`config.mk`:
```
export PLATFORM = sky130hd
export DESIGN_NAME = bus_decode_flat
export DESIGN_NICKNAME = d
export VERILOG_FILES = /design/src/source/laser_bus_pkg.sv /design/src/source/laser_bus_if.sv /design/src/source/bus_decode.sv /design/src/flat_wrapper.sv
export VERILOG_INCLUDE_DIRS = /design/src /design/src/source
export SDC_FILE = /design/constraint.sdc
export NUM_CORES = 1
export LEC_CHECK = 0
export ABC_AREA = 1
export BUFFER_PORTS_ARGS = -buffer_cell sky130_fd_sc_hd__buf_2
export CAP_MARGIN = 20
export CORE_UTILIZATION = 50
export CTS_CLUSTER_DIAMETER = 100
export DETAILED_ROUTE_END_ITERATION = 8
export PLACE_DENSITY = 0.83
export SYNTH_ARGS = -nofsm -noshare
export SYNTH_HDL_FRONTEND = slang
export SYNTH_SLANG_ARGS = --single-unit
```
`constraint.sdc`:
```
create_clock -name CLK50MHZ -period 2.2 [get_ports CLK50MHZ]
set_clock_uncertainty 0.2 [all_clocks]
set_input_delay 0.22 -clock CLK50MHZ [delete_from_list [all_inputs] [get_ports CLK50MHZ]]
set_output_delay 0.22 -clock CLK50MHZ [all_outputs]
set_load 0.02 [all_outputs]
```
`src/source/laser_cfg.svh`:
```
`ifndef LASER_CFG_SVH
`define LASER_CFG_SVH

// Bus widths
`define LASER_ADDR_W      16
`define LASER_DATA_W      8

// Memory index widths
`define LASER_VRAM_AW     11      // 2 KB video RAM
`define LASER_RAM_AW      14      // 16 KB main RAM

// Transfer length in system clocks, req sample to ack
`define LASER_CYC_NORMAL  14
`define LASER_CYC_TURBO   4

// Extended graphics port
`define LASER_SHRG_PORT   8'h20
`define LASER_SHRG_RESET  8'h08   // GM = 010

`endif
```
`src/source/laser_bus_pkg.sv`:
```
`include "laser_cfg.svh"

package laser_bus_pkg;

	typedef logic [`LASER_ADDR_W-1:0]  addr_t;
	typedef logic [`LASER_DATA_W-1:0]  data_t;
	typedef logic [`LASER_VRAM_AW-1:0] vram_addr_t;
	typedef logic [`LASER_RAM_AW-1:0]  ram_addr_t;

	// Target of one bus transfer
	typedef enum logic [2:0]
	{
		REG_NONE,
		REG_IO,       // 6800-6FFF keyboard and output latch
		REG_VRAM,     // 7000-77FF
		REG_RAM,      // 7800-B7FF
		REG_SHRG      // I/O write to the graphics port
	} region_t;

	// Handshake sequencer
	typedef enum logic [1:0]
	{
		BUS_IDLE,
		BUS_RUN,
		BUS_ACK
	} bus_state_t;

endpackage

```
`src/source/laser_bus_if.sv`:
```
`timescale 1ns/1ps

interface laser_bus_if
	import laser_bus_pkg::*;
();

	region_t  region;
	addr_t    addr;
	data_t    wdata;
	logic     we;
	logic     exec_stb;     // First cycle of the transfer, one clock wide
	data_t    mem_rdata;

	modport decode
	(
		output region, addr, wdata, we, exec_stb
	);

	modport execute
	(
		input  region, addr, wdata, we, exec_stb,
		output mem_rdata
	);

	modport result
	(
		input  region, addr, mem_rdata
	);

endinterface

```
`src/source/bus_decode.sv`:
```
`timescale 1ns/1ps
`include "laser_cfg.svh"

module bus_decode
	import laser_bus_pkg::*;
(
	input  logic        CLK50MHZ,
	input  logic        RESET_N,
	input  logic        bus_req_i,
	input  addr_t       bus_addr_i,
	input  data_t       bus_wdata_i,
	input  logic        bus_we_i,
	input  logic        bus_iorq_i,
	input  logic        turbo_i,
	output logic        bus_ack_o,
	laser_bus_if.decode bus_o
);

	localparam int CNT_W = $clog2(`LASER_CYC_NORMAL);

	bus_state_t       state;
	logic [CNT_W-1:0] cnt;          // Cycles left before ack
	logic             exec_pend;
	logic             start;

	// Memory map of the base machine, ROM space reads as unmapped
	function automatic region_t classify(input addr_t a, input logic iorq, input logic we);
		region_t r;
		r = REG_NONE;
		if (iorq)
		begin
			if (we && a[7:0] == `LASER_SHRG_PORT)
				r = REG_SHRG;
		end
		else if (a[15:11] == 5'b01101)
			r = REG_IO;
		else if (a[15:11] == 5'b01110)
			r = REG_VRAM;
		else if (a[15:11] == 5'b01111)
			r = REG_RAM;                // 7800-7FFF
		else if (a[15:14] == 2'b10 && a[13:11] != 3'b111)
			r = REG_RAM;                // 8000-B7FF
		return r;
	endfunction

	assign start = (state == BUS_IDLE) && bus_req_i;
	assign bus_ack_o = (state == BUS_ACK);

	always_ff @(posedge CLK50MHZ or negedge RESET_N)
	begin
		if (!RESET_N)
		begin
			state          <= BUS_IDLE;
			cnt            <= '0;
			exec_pend      <= 1'b0;
			bus_o.exec_stb <= 1'b0;
			bus_o.region   <= REG_NONE;
		end
		else
		begin
			bus_o.exec_stb <= exec_pend;  // One cycle after the req sample
			exec_pend      <= 1'b0;
			case (state)
				BUS_IDLE:
					if (bus_req_i)
					begin
						state        <= BUS_RUN;
						exec_pend    <= 1'b1;
						bus_o.region <= classify(bus_addr_i, bus_iorq_i, bus_we_i);
						if (turbo_i)
							cnt <= CNT_W'(`LASER_CYC_TURBO - 1);
						else
							cnt <= CNT_W'(`LASER_CYC_NORMAL - 1);
					end
				BUS_RUN:
					if (cnt == '0)
						state <= BUS_ACK;
					else
						cnt <= cnt - 1'b1;
				BUS_ACK:
					if (!bus_req_i)
						state <= BUS_IDLE;  // Master finished the handshake
				default:
					state <= BUS_IDLE;
			endcase
		end
	end

	// Transfer fields, held until the next request
	always_ff @(posedge CLK50MHZ)
	begin
		if (start)
		begin
			bus_o.addr  <= bus_addr_i;
			bus_o.wdata <= bus_wdata_i;
			bus_o.we    <= bus_we_i;
		end
	end

endmodule

```
`src/flat_wrapper.sv`:
```
// flat-port wrapper written by rule: the top's interface ports become plain ports
module bus_decode_flat import laser_bus_pkg::*;
  (CLK50MHZ, RESET_N, bus_req_i, bus_addr_i, bus_wdata_i, bus_we_i, bus_iorq_i, turbo_i, bus_ack_o, bus_o_region, bus_o_addr, bus_o_wdata, bus_o_we, bus_o_exec_stb);
  laser_bus_if bus_o_i ();
  input  logic CLK50MHZ;
  input  logic RESET_N;
  input  logic bus_req_i;
  input  addr_t bus_addr_i;
  input  data_t bus_wdata_i;
  input  logic bus_we_i;
  input  logic bus_iorq_i;
  input  logic turbo_i;
  output logic bus_ack_o;
  output wire logic [$bits(bus_o_i.region)-1:0] bus_o_region;
  output wire logic [$bits(bus_o_i.addr)-1:0] bus_o_addr;
  output wire logic [$bits(bus_o_i.wdata)-1:0] bus_o_wdata;
  output wire logic [$bits(bus_o_i.we)-1:0] bus_o_we;
  output wire logic [$bits(bus_o_i.exec_stb)-1:0] bus_o_exec_stb;
  assign bus_o_region = bus_o_i.region;
  assign bus_o_addr = bus_o_i.addr;
  assign bus_o_wdata = bus_o_i.wdata;
  assign bus_o_we = bus_o_i.we;
  assign bus_o_exec_stb = bus_o_i.exec_stb;
  bus_decode u_core (.CLK50MHZ(CLK50MHZ), .RESET_N(RESET_N), .bus_req_i(bus_req_i), .bus_addr_i(bus_addr_i), .bus_wdata_i(bus_wdata_i), .bus_we_i(bus_we_i), .bus_iorq_i(bus_iorq_i), .turbo_i(turbo_i), .bus_ack_o(bus_ack_o), .bus_o(bus_o_i));
endmodule
```
==> results.md, run 1 <==
- Hold/Removal Path Class: primary input to register
- Top cells by area, synth: edfxtp_1, dfrtp_1, nand2_1
- CTS root buf: clkbuf_4
- Fin cells: 238
- Via count: 1164
- Die area: 3040 um^2
- Number of global-route vias before repair: 1097
- Initial antenna violation count: 0
- Post-Syn Instances: 114
- Clk pin slew, worst setup/hold paths: 100 ps
- Die Ht: 55.2 um
- Initial Util: 55.1%
- Post-CTS Setup Bufs: 0
- Psw: 0.831 mW
- FILL cells: 159
- Cells after DPL: 203
- Yosys cell types: 19
- CP arrival: 1700 ps
- Sw Share: 38.7%
- Post-synth EDFFs: 25
- Sequential share of the synthesized area: 72.6%
- CTS tree: built
- Clock latency on the worst-skew pair: 330 ps
- Max rail drop VDD: 0.916 mV
- ANT cells: 0
- P_leak: 0.981 nW
- Largest net degree at the start of global routing: 29
- Fmax: 616 MHz
- Final-stage net count: 238
- PwrDens: 1040 nW/um^2
- CP Launch Point: bus_req_i
- Slew headroom: 77.1%
- Mapped cell area: 1410 um^2
- Min Tclk post-route: 1620 ps
- Setup CP Type: primary input to register
- First-pass GRT wire length: 4990 um
- Flop pwr share: 46.1%
- Storage cell area: 1030 um^2
- Status: finished clean
- Synth Warn #: 0
- #FFs+latches synth: 36
- Design Power: 2.15 mW
- Share of cells above drive strength 1: 38.9%
- Reg2reg start: u_core.state[0]
- Final worst-path setup slack: 577 ps
- Ports: 60
- Hold Crit Start: turbo_i
- Gpl congestion: 0.679
- Drt via density: 4.89
- Max_cap viols: 0
- Drc violations: 0
- Antenna Nets Post-Route: 0
- DIE WIDTH: 55.2 um
- Endpoint type of the worst setup path: register
- Maximum fanout along the worst path: 28
- Critical path required time: 2280 ps
- Area of the multi-input gates: 315 um^2
- Clk network pwr share: 15.4%
- Final WL: 3410 um
- Synthesized Nets: 145
- Commonest cells post-synth: nand2_1, edfxtp_1, inv_1, dfrtp_1, nor2_1
- DR iter-0 viols: 33
- CTS H-Tree Depth: 2
- CTS max path bufs: 2
- Area leader, netlist: edfxtp_1
- RSZ-0062 raised after global routing: no
- Max-slew violations: 0
- Core footprint: 2570 um^2
- Detail Placement HPWL: 2080 um
- Post-synth top area share: 53.1%
- Synth Flop Type: edfxtp_1
- Setup crit start kind: primary input
- Total CTS buffers: 5
- Internal: 1.31 mW
- Total gr overflow: 0
- Drt wl/cell: 14.3 um
- Setup TNS: 0 ps
- Fraction of registers with async set or reset after synthesis: 30.6%
- Final Cycle Share: 73.8%
- Final hold violations: 0
- 1st-pass router iterations: 4
- Mapped Avg Cell Area: 12.4 um^2
- # setup viols final: 0
- Post-cts repair resize count: 0
- Area Overhead vs Synth: 46.1%
- Num rows: 18
- Total Routing Usage GR: 25.7%
- Clk sinks: 36
- Dpl ws: 697 ps
- Worst-margin pin slew: 344 ps
- Buffers added on ports: 59
- Logic pwr share: 38.5%
- Most common cell in the netlist: nand2_1
path summary, 6_finish.rpt:
check                                         end  slack [ps]  cells past startpoint
max in group asynchronous        u_core.exec_pend        1520                      2
setup / recovery           u_core.bus_o.region[1]         580                      8
hold / removal                      u_core.cnt[2]          40                      4
hold reg to reg             u_core.bus_o.exec_stb         170                      0
min in group asynchronous  u_core.bus_o.region[0]          70                      2
setup reg to reg           u_core.bus_o.region[1]         640                      7
cells in the final DEF, fill, tap and decap left out:
| cell type | netlist | final |
|---|---|---|
| a21oi_1 | 1 | 1 |
| buf_2 | 0 | 59 |
| clkbuf_1 | 0 | 2 |
| clkbuf_4 | 0 | 5 |
| clkinv_1 | 0 | 1 |
| dfrtp_1 | 11 | 11 |
| dlygate4sd3_1 | 0 | 27 |
| edfxtp_1 | 25 | 25 |
| ha_1 | 1 | 1 |
| inv_1 | 14 | 14 |
| inv_2 | 2 | 2 |
| inv_4 | 2 | 2 |
| nand2_1 | 26 | 26 |
| nand2_2 | 3 | 3 |
| nand2_4 | 2 | 2 |
| nand3_1 | 6 | 6 |
| nand3_4 | 1 | 1 |
| nand4_1 | 1 | 1 |
| nor2_1 | 7 | 7 |
| nor2_2 | 3 | 3 |
| nor3_1 | 2 | 2 |
| o21ai_0 | 2 | 2 |
| o21ai_1 | 1 | 1 |
| o21ai_2 | 4 | 4 |
through the flow:
| step | area [um^2] | hold WS, ps | utilization, % |
|---|---|---|---|
| 2_1_floorplan | 1410 | -276 | - |
| 3_3_place_gp | 1750 | -102 | 68.0 |
| 3_5_place_dp | 1750 | -104 | 68.0 |
| 4_1_cts | 2070 | 20.5 | 80.5 |
| 5_1_grt | 2070 | 12.4 | 80.5 |
| 6_report | 2070 | 35.1 | 80.5 |
registers in the layout, summed over array words and instances, names as in the netlist:
signal / cells
u_core.bus_o.addr: 16
u_core.bus_o.wdata: 8
u_core.cnt: 4
u_core.bus_o.region: 3
u_core.state: 2
u_core.bus_o.exec_stb: 1
u_core.bus_o.we: 1
u_core.exec_pend: 1
cell families after synthesis:
| family | after synthesis | synth area share (%) |
|---|---|---|
| buf+inv | 18 | 5.13 |
| simple gates | 51 | 17.5 |
| compound gates | 8 | 3.89 |
| fa+ha+maj | 1 | 0.885 |
| flops | 36 | 72.6 |
critical path, cell delays in order:
cell and delay [ps]:
dlygate4sd3_1 530, buf_2 140, nand3_4 160, inv_4 320, nand2_2 110, nor2_2 90
nand2_1 60, nand2_1 60
cell type report:
| cell class | instances | area share, % |
|---|---|---|
| flip-flops and latches | 36 | 49.7 |
| repair buffers | 86 | 27.4 |
| multi-input cells | 60 | 15.3 |
| inverters | 18 | 3.51 |
| clock buffers | 7 | 2.18 |
| well taps | 30 | 1.82 |
| clock inverters | 1 | 0.182 |
routing by layer:
metal,wire (um),vias to the layer above,track usage [%]
met5,0,-,0
li1,-,564,-
met2,1840,52,47.0
met1,1320,539,27.3
met4,67,0,12.1
met3,187,9,6.83
repair_timing:
action	in CTS	in global routing
hold endpoints to repair	38	0
hold buffers	27	0
endpoints found under the setup margin	0	0
power groups by stage:
| stage | Combinational [mW] | Sequential (mW) | Clock (mW) |
|---|---|---|---|
| global route | 0.907 | 1.00 | 0.367 |
| finish | 0.827 | 0.988 | 0.330 |
| floorplan | 0.425 | 1.12 | 0 |
| CTS | 0.808 | 0.984 | 0.333 |
| detailed placement | 0.763 | 0.997 | 0 |
| global placement | 0.727 | 0.991 | 0 |
No activity file was read; power rests on OpenSTA's default activity.
==> inputs of run 2 (changes only) <==
--- a/config.mk
+++ b/config.mk
@@ -9,10 +9,10 @@
 export ABC_AREA = 1
 export BUFFER_PORTS_ARGS = -buffer_cell sky130_fd_sc_hd__buf_2
 export CAP_MARGIN = 20
-export CORE_UTILIZATION = 50
+export CORE_UTILIZATION = 42
 export CTS_CLUSTER_DIAMETER = 100
 export DETAILED_ROUTE_END_ITERATION = 8
-export PLACE_DENSITY = 0.83
+export PLACE_DENSITY = 0.75
 export SYNTH_ARGS = -nofsm -noshare
 export SYNTH_HDL_FRONTEND = slang
 export SYNTH_SLANG_ARGS = --single-unit
==> constraint.sdc (replaced) <==
create_clock -name CLK50MHZ -period 1.3 [get_ports CLK50MHZ]
set_clock_uncertainty 0.2 [all_clocks]
set_input_delay 0.13 -clock CLK50MHZ [delete_from_list [all_inputs] [get_ports CLK50MHZ]]
set_output_delay 0.13 -clock CLK50MHZ [all_outputs]
set_load 0.02 [all_outputs]
==> results.md, run 2 (same netlist as run 1, synthesis figures left out) <==
- Max FFs per register: 16 (unchanged)
- Gpl congestion: 0.774 (+14%)
- Endpoint type of the worst setup path: output port
- Worst-margin pin slew: 235 ps (-109 ps)
- Ports: 60 (unchanged)
- Area Overhead vs Synth: 61.4%
- RSZ-0062 raised after global routing: yes
- Share of cells above drive strength 1: 47.0% (+8.1 points)
- PwrDens: 1760 nW/um^2 (+70%)
- Final-stage net count: 247 (+3.8%)
- Die Ht: 60.0 um (+8.8%)
- Total gr overflow: 0 (unchanged)
- Total Routing Usage GR: 20.4% (-5.3 points)
- Commonest non-fill, non-tap cell in the layout: buf_2
- Initial Util: 45.2% (-9.9 points)
- Hold/Removal Path Class: primary input to asynchronous set/reset pin
- Largest regs: u_core.bus_o.addr x16, u_core.bus_o.wdata x8, u_core.cnt x4
- Status: complete, but fails checks
- Fmax: 731 MHz
- DR iter-0 viols: 43 (+30%)
- Register-to-Register Path Depth: 7 (unchanged)
- Cell Chain, Critical Path: inv_2 -> nor2_2 -> buf_6
- CP arrival: 1040 ps (-660 ps)
- Drc violations: 0 (unchanged)
- Reg2Reg Setup Slack: -50 ps (-690 ps)
- Violated checks: setup timing
- Largest net degree at the start of global routing: 29 (unchanged)
- Clk pin slew, worst setup/hold paths: 90 ps (about the same)
- Initial antenna violation count: 0 (unchanged)
- DIE WIDTH: 60.0 um (+8.8%)
- Buffers added on ports: 59 (unchanged)
- 1st-pass router iterations: 4 (unchanged)
- CTS max path bufs: 2 (unchanged)
- Final Cycle Share: 105%
- Top delay family on crit path: flip-flops
- Total CTS buffers: 5 (unchanged)
- Setup crit start kind: register
- Detail Placement HPWL: 2100 um (+0.72%)
- CP max-delay cell: dfrtp_1
- CTS H-Tree Depth: 2 (unchanged)
- Number of global-route vias before repair: 1217 (+11%)
- Slew headroom: 84.2% (+7.2 points)
- Via count: 1228 (+5.5%)
- Critical path required time: 970 ps (-1310 ps)
- Min Tclk post-route: 1370 ps
- Final hold violations: 0 (unchanged)
- Reg2reg start: u_core.state[0]
- Max-slew violations: 0 (unchanged)
- CTS root buf: clkbuf_4
- Antenna Nets Post-Route: 0 (unchanged)
- WP buf/inv: 2 (-1)
- # setup viols final: 17 (+17)
- CP max stage delay: 360 ps (-170 ps)
- Most frequent cells in the layout: buf_2, dlygate4sd3_1, edfxtp_1
- Largest Register: u_core.bus_o.addr
- Drt wl/cell: 14.4 um (+0.72%)
- CTS tree: built
- Clock latency on the worst-skew pair: 320 ps (about the same)
- First-pass GRT wire length: 5260 um (+5.4%)
- Clk sinks: 36 (unchanged)
- Maximum fanout along the worst path: 3 (-89%)
- ANT cells: 0 (unchanged)
- P_leak: 1.06 nW (+8.3%)
- Max_cap viols: 0 (unchanged)
- Drt via density: 4.70 (-3.8%)
- Setup TNS: -348 ps (-348 ps)
- Max rail drop VDD: 0.925 mV (+0.97%)
- Final WL: 3760 um (+10%)
- Core footprint: 3130 um^2 (+22%)
- FF-to-FF End: u_core.cnt[0]
- Final worst-path setup slack: -68.1 ps (-646 ps)
- Die area: 3600 um^2 (+18%)
- Num rows: 20 (+2)
- Setup CP Type: register to output port
- Design Power: 4.02 mW (+87%)
-- run 2: area by class of cell --
cell class                      count  area (um^2)
Sequential cell                    36         1030
Fill cell                         184          846
Timing Repair Buffer               93          668
Multi-Input combinational cell     60          367
Inverter                           18         82.6
Clock buffer                        7         55.1
Tap cell                           44         55.1
Timing Repair inverter              2         25.0
Clock inverter                      1         3.75
-- run 2: timing repair --
item,CTS,global route
endpoints found under the setup margin,32,33
endpoints found under the hold margin,41,0
gates resized for setup,6,18
pin swaps,2,5
buffers inserted,0,3
hold buffers,30,0
gates cloned,0,2
-- run 2: worst max path at each step --
stage                                   endpoint  cells past startpoint       startpoint  slack [ps]
final                                  bus_ack_o                      3  u_core.state[1]         -70
after global routing                   bus_ack_o                      3  u_core.state[1]        -130
after CTS                 u_core.bus_o.region[1]                      7  u_core.state[0]         -50
after detailed placement  u_core.bus_o.region[1]                      7  u_core.state[0]         -40
after global placement     u_core.bus_o.addr[13]                      3  u_core.state[0]          20
after floorplan                    u_core.cnt[0]                      7    u_core.cnt[0]          10
-- run 2: metal layers --
layer | track usage (%) | vias to the layer above | part of all wire (%)
met5 | 0 | - | 0
met1 | 21.2 | 580 | 38
met2 | 38.4 | 61 | 53
met4 | 9.97 | 0 | 2.7
met3 | 4.33 | 10 | 6.2
li1 | - | 577 | -
-- run 2: per-stage QoR --
| step | instance area, um^2 | instances | setup slack, ps | util (%) | hold WS [ps] |
|---|---|---|---|---|---|
| after floorplan | 1420 | 114 | 11.3 | - | -366 |
| after global placement | 1800 | 221 | 19.9 | 57.6 | -189 |
| after detailed placement | 1800 | 221 | -42.1 | 57.6 | -187 |
| after CTS | 2180 | 259 | -52.5 | 69.8 | -6.12 |
| after global routing | 2280 | 261 | -127 | 73.0 | 32.3 |
| final | 2280 | 261 | -68.1 | 73.0 | 12.4 |
-- run 2: report_power, final --
group | total [mW] | switching, mW | internal [mW]
clock | 0.605 | 0.345 | 0.259
combinational | 1.73 | 1.05 | 0.684
sequential | 1.68 | 0.136 | 1.55
total | 4.02 | 1.53 | 2.49
==> inputs of run 3 (changes only) <==
--- a/config.mk
+++ b/config.mk
@@ -12,6 +12,7 @@
 export CORE_UTILIZATION = 42
 export CTS_CLUSTER_DIAMETER = 100
 export DETAILED_ROUTE_END_ITERATION = 8
+export MAX_ROUTING_LAYER = met4
 export PLACE_DENSITY = 0.75
 export SYNTH_ARGS = -nofsm -noshare
 export SYNTH_HDL_FRONTEND = slang
==> results.md, run 3 (same netlist as run 1, synthesis figures left out) <==
- ANT cells: 0 (unchanged)
- Total gr overflow: 0 (unchanged)
- Dpl ws: -42.1 ps (unchanged)
- Total Routing Usage GR: 21.0% (+0.61 points)
- Worst-margin pin slew: 362 ps (+127 ps)
- FILL cells: 182 (-1.1%)
- CTS root buf: clkbuf_4
- Util after Layout: 73.2% (+0.24 points)
- Antenna Nets Post-Route: 0 (unchanged)
- # setup viols final: 33 (+16)
- DIE WIDTH: 60.0 um (unchanged)
- Setup crit start kind: register
- Area Overhead vs Synth: 61.9%
- Largest regs: u_core.bus_o.addr x16, u_core.bus_o.wdata x8, u_core.cnt x4
- Via count: 1238 (+0.81%)
- Core footprint: 3130 um^2 (unchanged)
- Endpoint type of the worst setup path: register
- Hold/Removal Path Class: primary input to asynchronous set/reset pin
- CP max stage delay: 440 ps (+80 ps)
- WP buf/inv: 2 (unchanged)
- Gpl congestion: 0.784 (+1.4%)
- Reg2Reg Setup Slack: -90 ps (-40 ps)
- Worst path depth: 7 (+4)
- Setup CP Type: register to register
- Final Cycle Share: 107% (+2.0 points)
- Max-slew violations: 0 (unchanged)
- CTS max path bufs: 2 (unchanged)
- Min Tclk post-route: 1390 ps (+25.6 ps)
- CTS H-Tree Depth: 2 (unchanged)
- Initial antenna violation count: 0 (unchanged)
- Register-to-Register Path Depth: 7 (unchanged)
- FF-to-FF End: u_core.cnt[0]
- Die area: 3600 um^2 (unchanged)
- Fmax: 718 MHz (-1.8%)
- PwrDens: 1770 nW/um^2 (+0.48%)
- Most frequent cells in the layout: buf_2, dlygate4sd3_1, edfxtp_1
- Clock latency on the worst-skew pair: 310 ps (about the same)
- Drc violations: 0 (unchanged)
- CP Launch Point: u_core.state[0]
- DR iter-0 viols: 52 (+21%)
- Final hold violations: 0 (unchanged)
- Commonest non-fill, non-tap cell in the layout: buf_2
- Violated checks: setup timing
- Final WL: 3800 um (+1.1%)
- Clk pin slew, worst setup/hold paths: 100 ps (about the same)
- Number of global-route vias before repair: 1216 (-0.082%)
- Drt wl/cell: 14.5 um (+0.70%)
- Maximum fanout along the worst path: 5 (+2)
- 1st-pass router iterations: 4 (unchanged)
- Max FFs per register: 16 (unchanged)
- Max rail drop VDD: 0.930 mV (+0.49%)
- Clk sinks: 36 (unchanged)
- Total CTS buffers: 5 (unchanged)
- Last element of the critical path: u_core.cnt[0]
- Min Hold Slack: 20.8 ps (+8.44 ps)
- Num rows: 20 (unchanged)
- CP arrival: 1400 ps (+360 ps)
- Cell Chain, Critical Path: buf_4 -> nand2_2 -> inv_4 -> nand2_4 -> nand2_4 -> o21ai_2 -> o21ai_2
- Largest net degree at the start of global routing: 29 (unchanged)
- P_leak: 1.07 nW (+0.44%)
- Final worst-path setup slack: -93.7 ps (-25.6 ps)
- Slew headroom: 75.7% (-8.5 points)
- Largest Register: u_core.bus_o.addr
- Die Ht: 60.0 um (unchanged)
- Final-stage net count: 248 (+0.40%)
- Top delay family on crit path: flip-flops
- CP max-delay cell: dfrtp_1
- RSZ-0062 raised after global routing: yes
- Placement Cell Area: 1800 um^2 (unchanged)
- Drt via density: 4.73 (+0.43%)
- Initial Util: 45.2% (unchanged)
- Detail Placement HPWL: 2100 um (unchanged)
- Area of the multi-input gates: 367 um^2 (unchanged)
- Share of cells above drive strength 1: 47.2% (+0.24 points)
- Status: complete, but fails checks
- Max_cap viols: 0 (unchanged)
- Design Power: 4.05 mW (+0.81%)
- Ports: 60 (unchanged)
- CTS tree: built
- Critical path required time: 1310 ps (+340 ps)
- Design area: 2290 um^2 (+0.33%)
- Reg2reg start: u_core.state[0]
- First-pass GRT wire length: 5250 um (-0.13%)
- Storage cell area: 1030 um^2 (unchanged)
- Buffers added on ports: 59 (unchanged)
run 3: cell count changes in the layout (fill, tap and decap cells not counted):
cell   before  now
buf_4       5    6
run 3: area by class of cell:
cell class	instances	area share (%)
flip-flops and latches	36	44.8
repair buffers	94	29.5
multi-input cells	60	16.0
inverters	18	3.61
clock buffers	7	2.40
well taps	44	2.40
repair inverters	2	1.09
clock inverters	1	0.164
run 3: stage by stage:
step                TNS [ps]  cells
global placement           0    221
CTS                     -295    259
finish                 -1590    262
detailed placement      -108    221
global route           -2330    262
floorplan                  0    114
run 3: power breakdown:
group | switching [mW] | internal (mW)
Sequential | 0.141 | 1.55
Combinational | 1.06 | 0.706
Clock | 0.338 | 0.259
run 3: how the worst min path moves through the flow:
stage | from | endpoint | slack (ps) | cells after the start
4_1_cts | RESET_N | u_core.bus_o.exec_stb | -6 | 2
6_report | RESET_N | u_core.exec_pend | 20 | 2
5_1_grt | RESET_N | u_core.exec_pend | 20 | 2
3_3_place_gp | RESET_N | u_core.state[1] | -190 | 1
2_1_floorplan | RESET_N | u_core.bus_o.exec_stb | -370 | 0
3_5_place_dp | RESET_N | u_core.bus_o.exec_stb | -190 | 1
run 3: repair_timing:
item / in CTS / in global routing
buffers inserted: 0 / 4
endpoints found under the hold margin: 41 / 0
pin swaps: 2 / 5
gates resized for setup: 6 / 18
cloned: 0 / 2
setup endpoints to repair: 32 / 33
hold buffers: 30 / 0
run 3: layer usage:
metal  vias to the layer above  track usage, %  share of wire, %
met5                         -               -                 0
met4                         0            9.97               2.2
met3                         8            4.11               6.1
met2                        72            38.4                54
met1                       580            21.3                38
li1                        578               -                 -
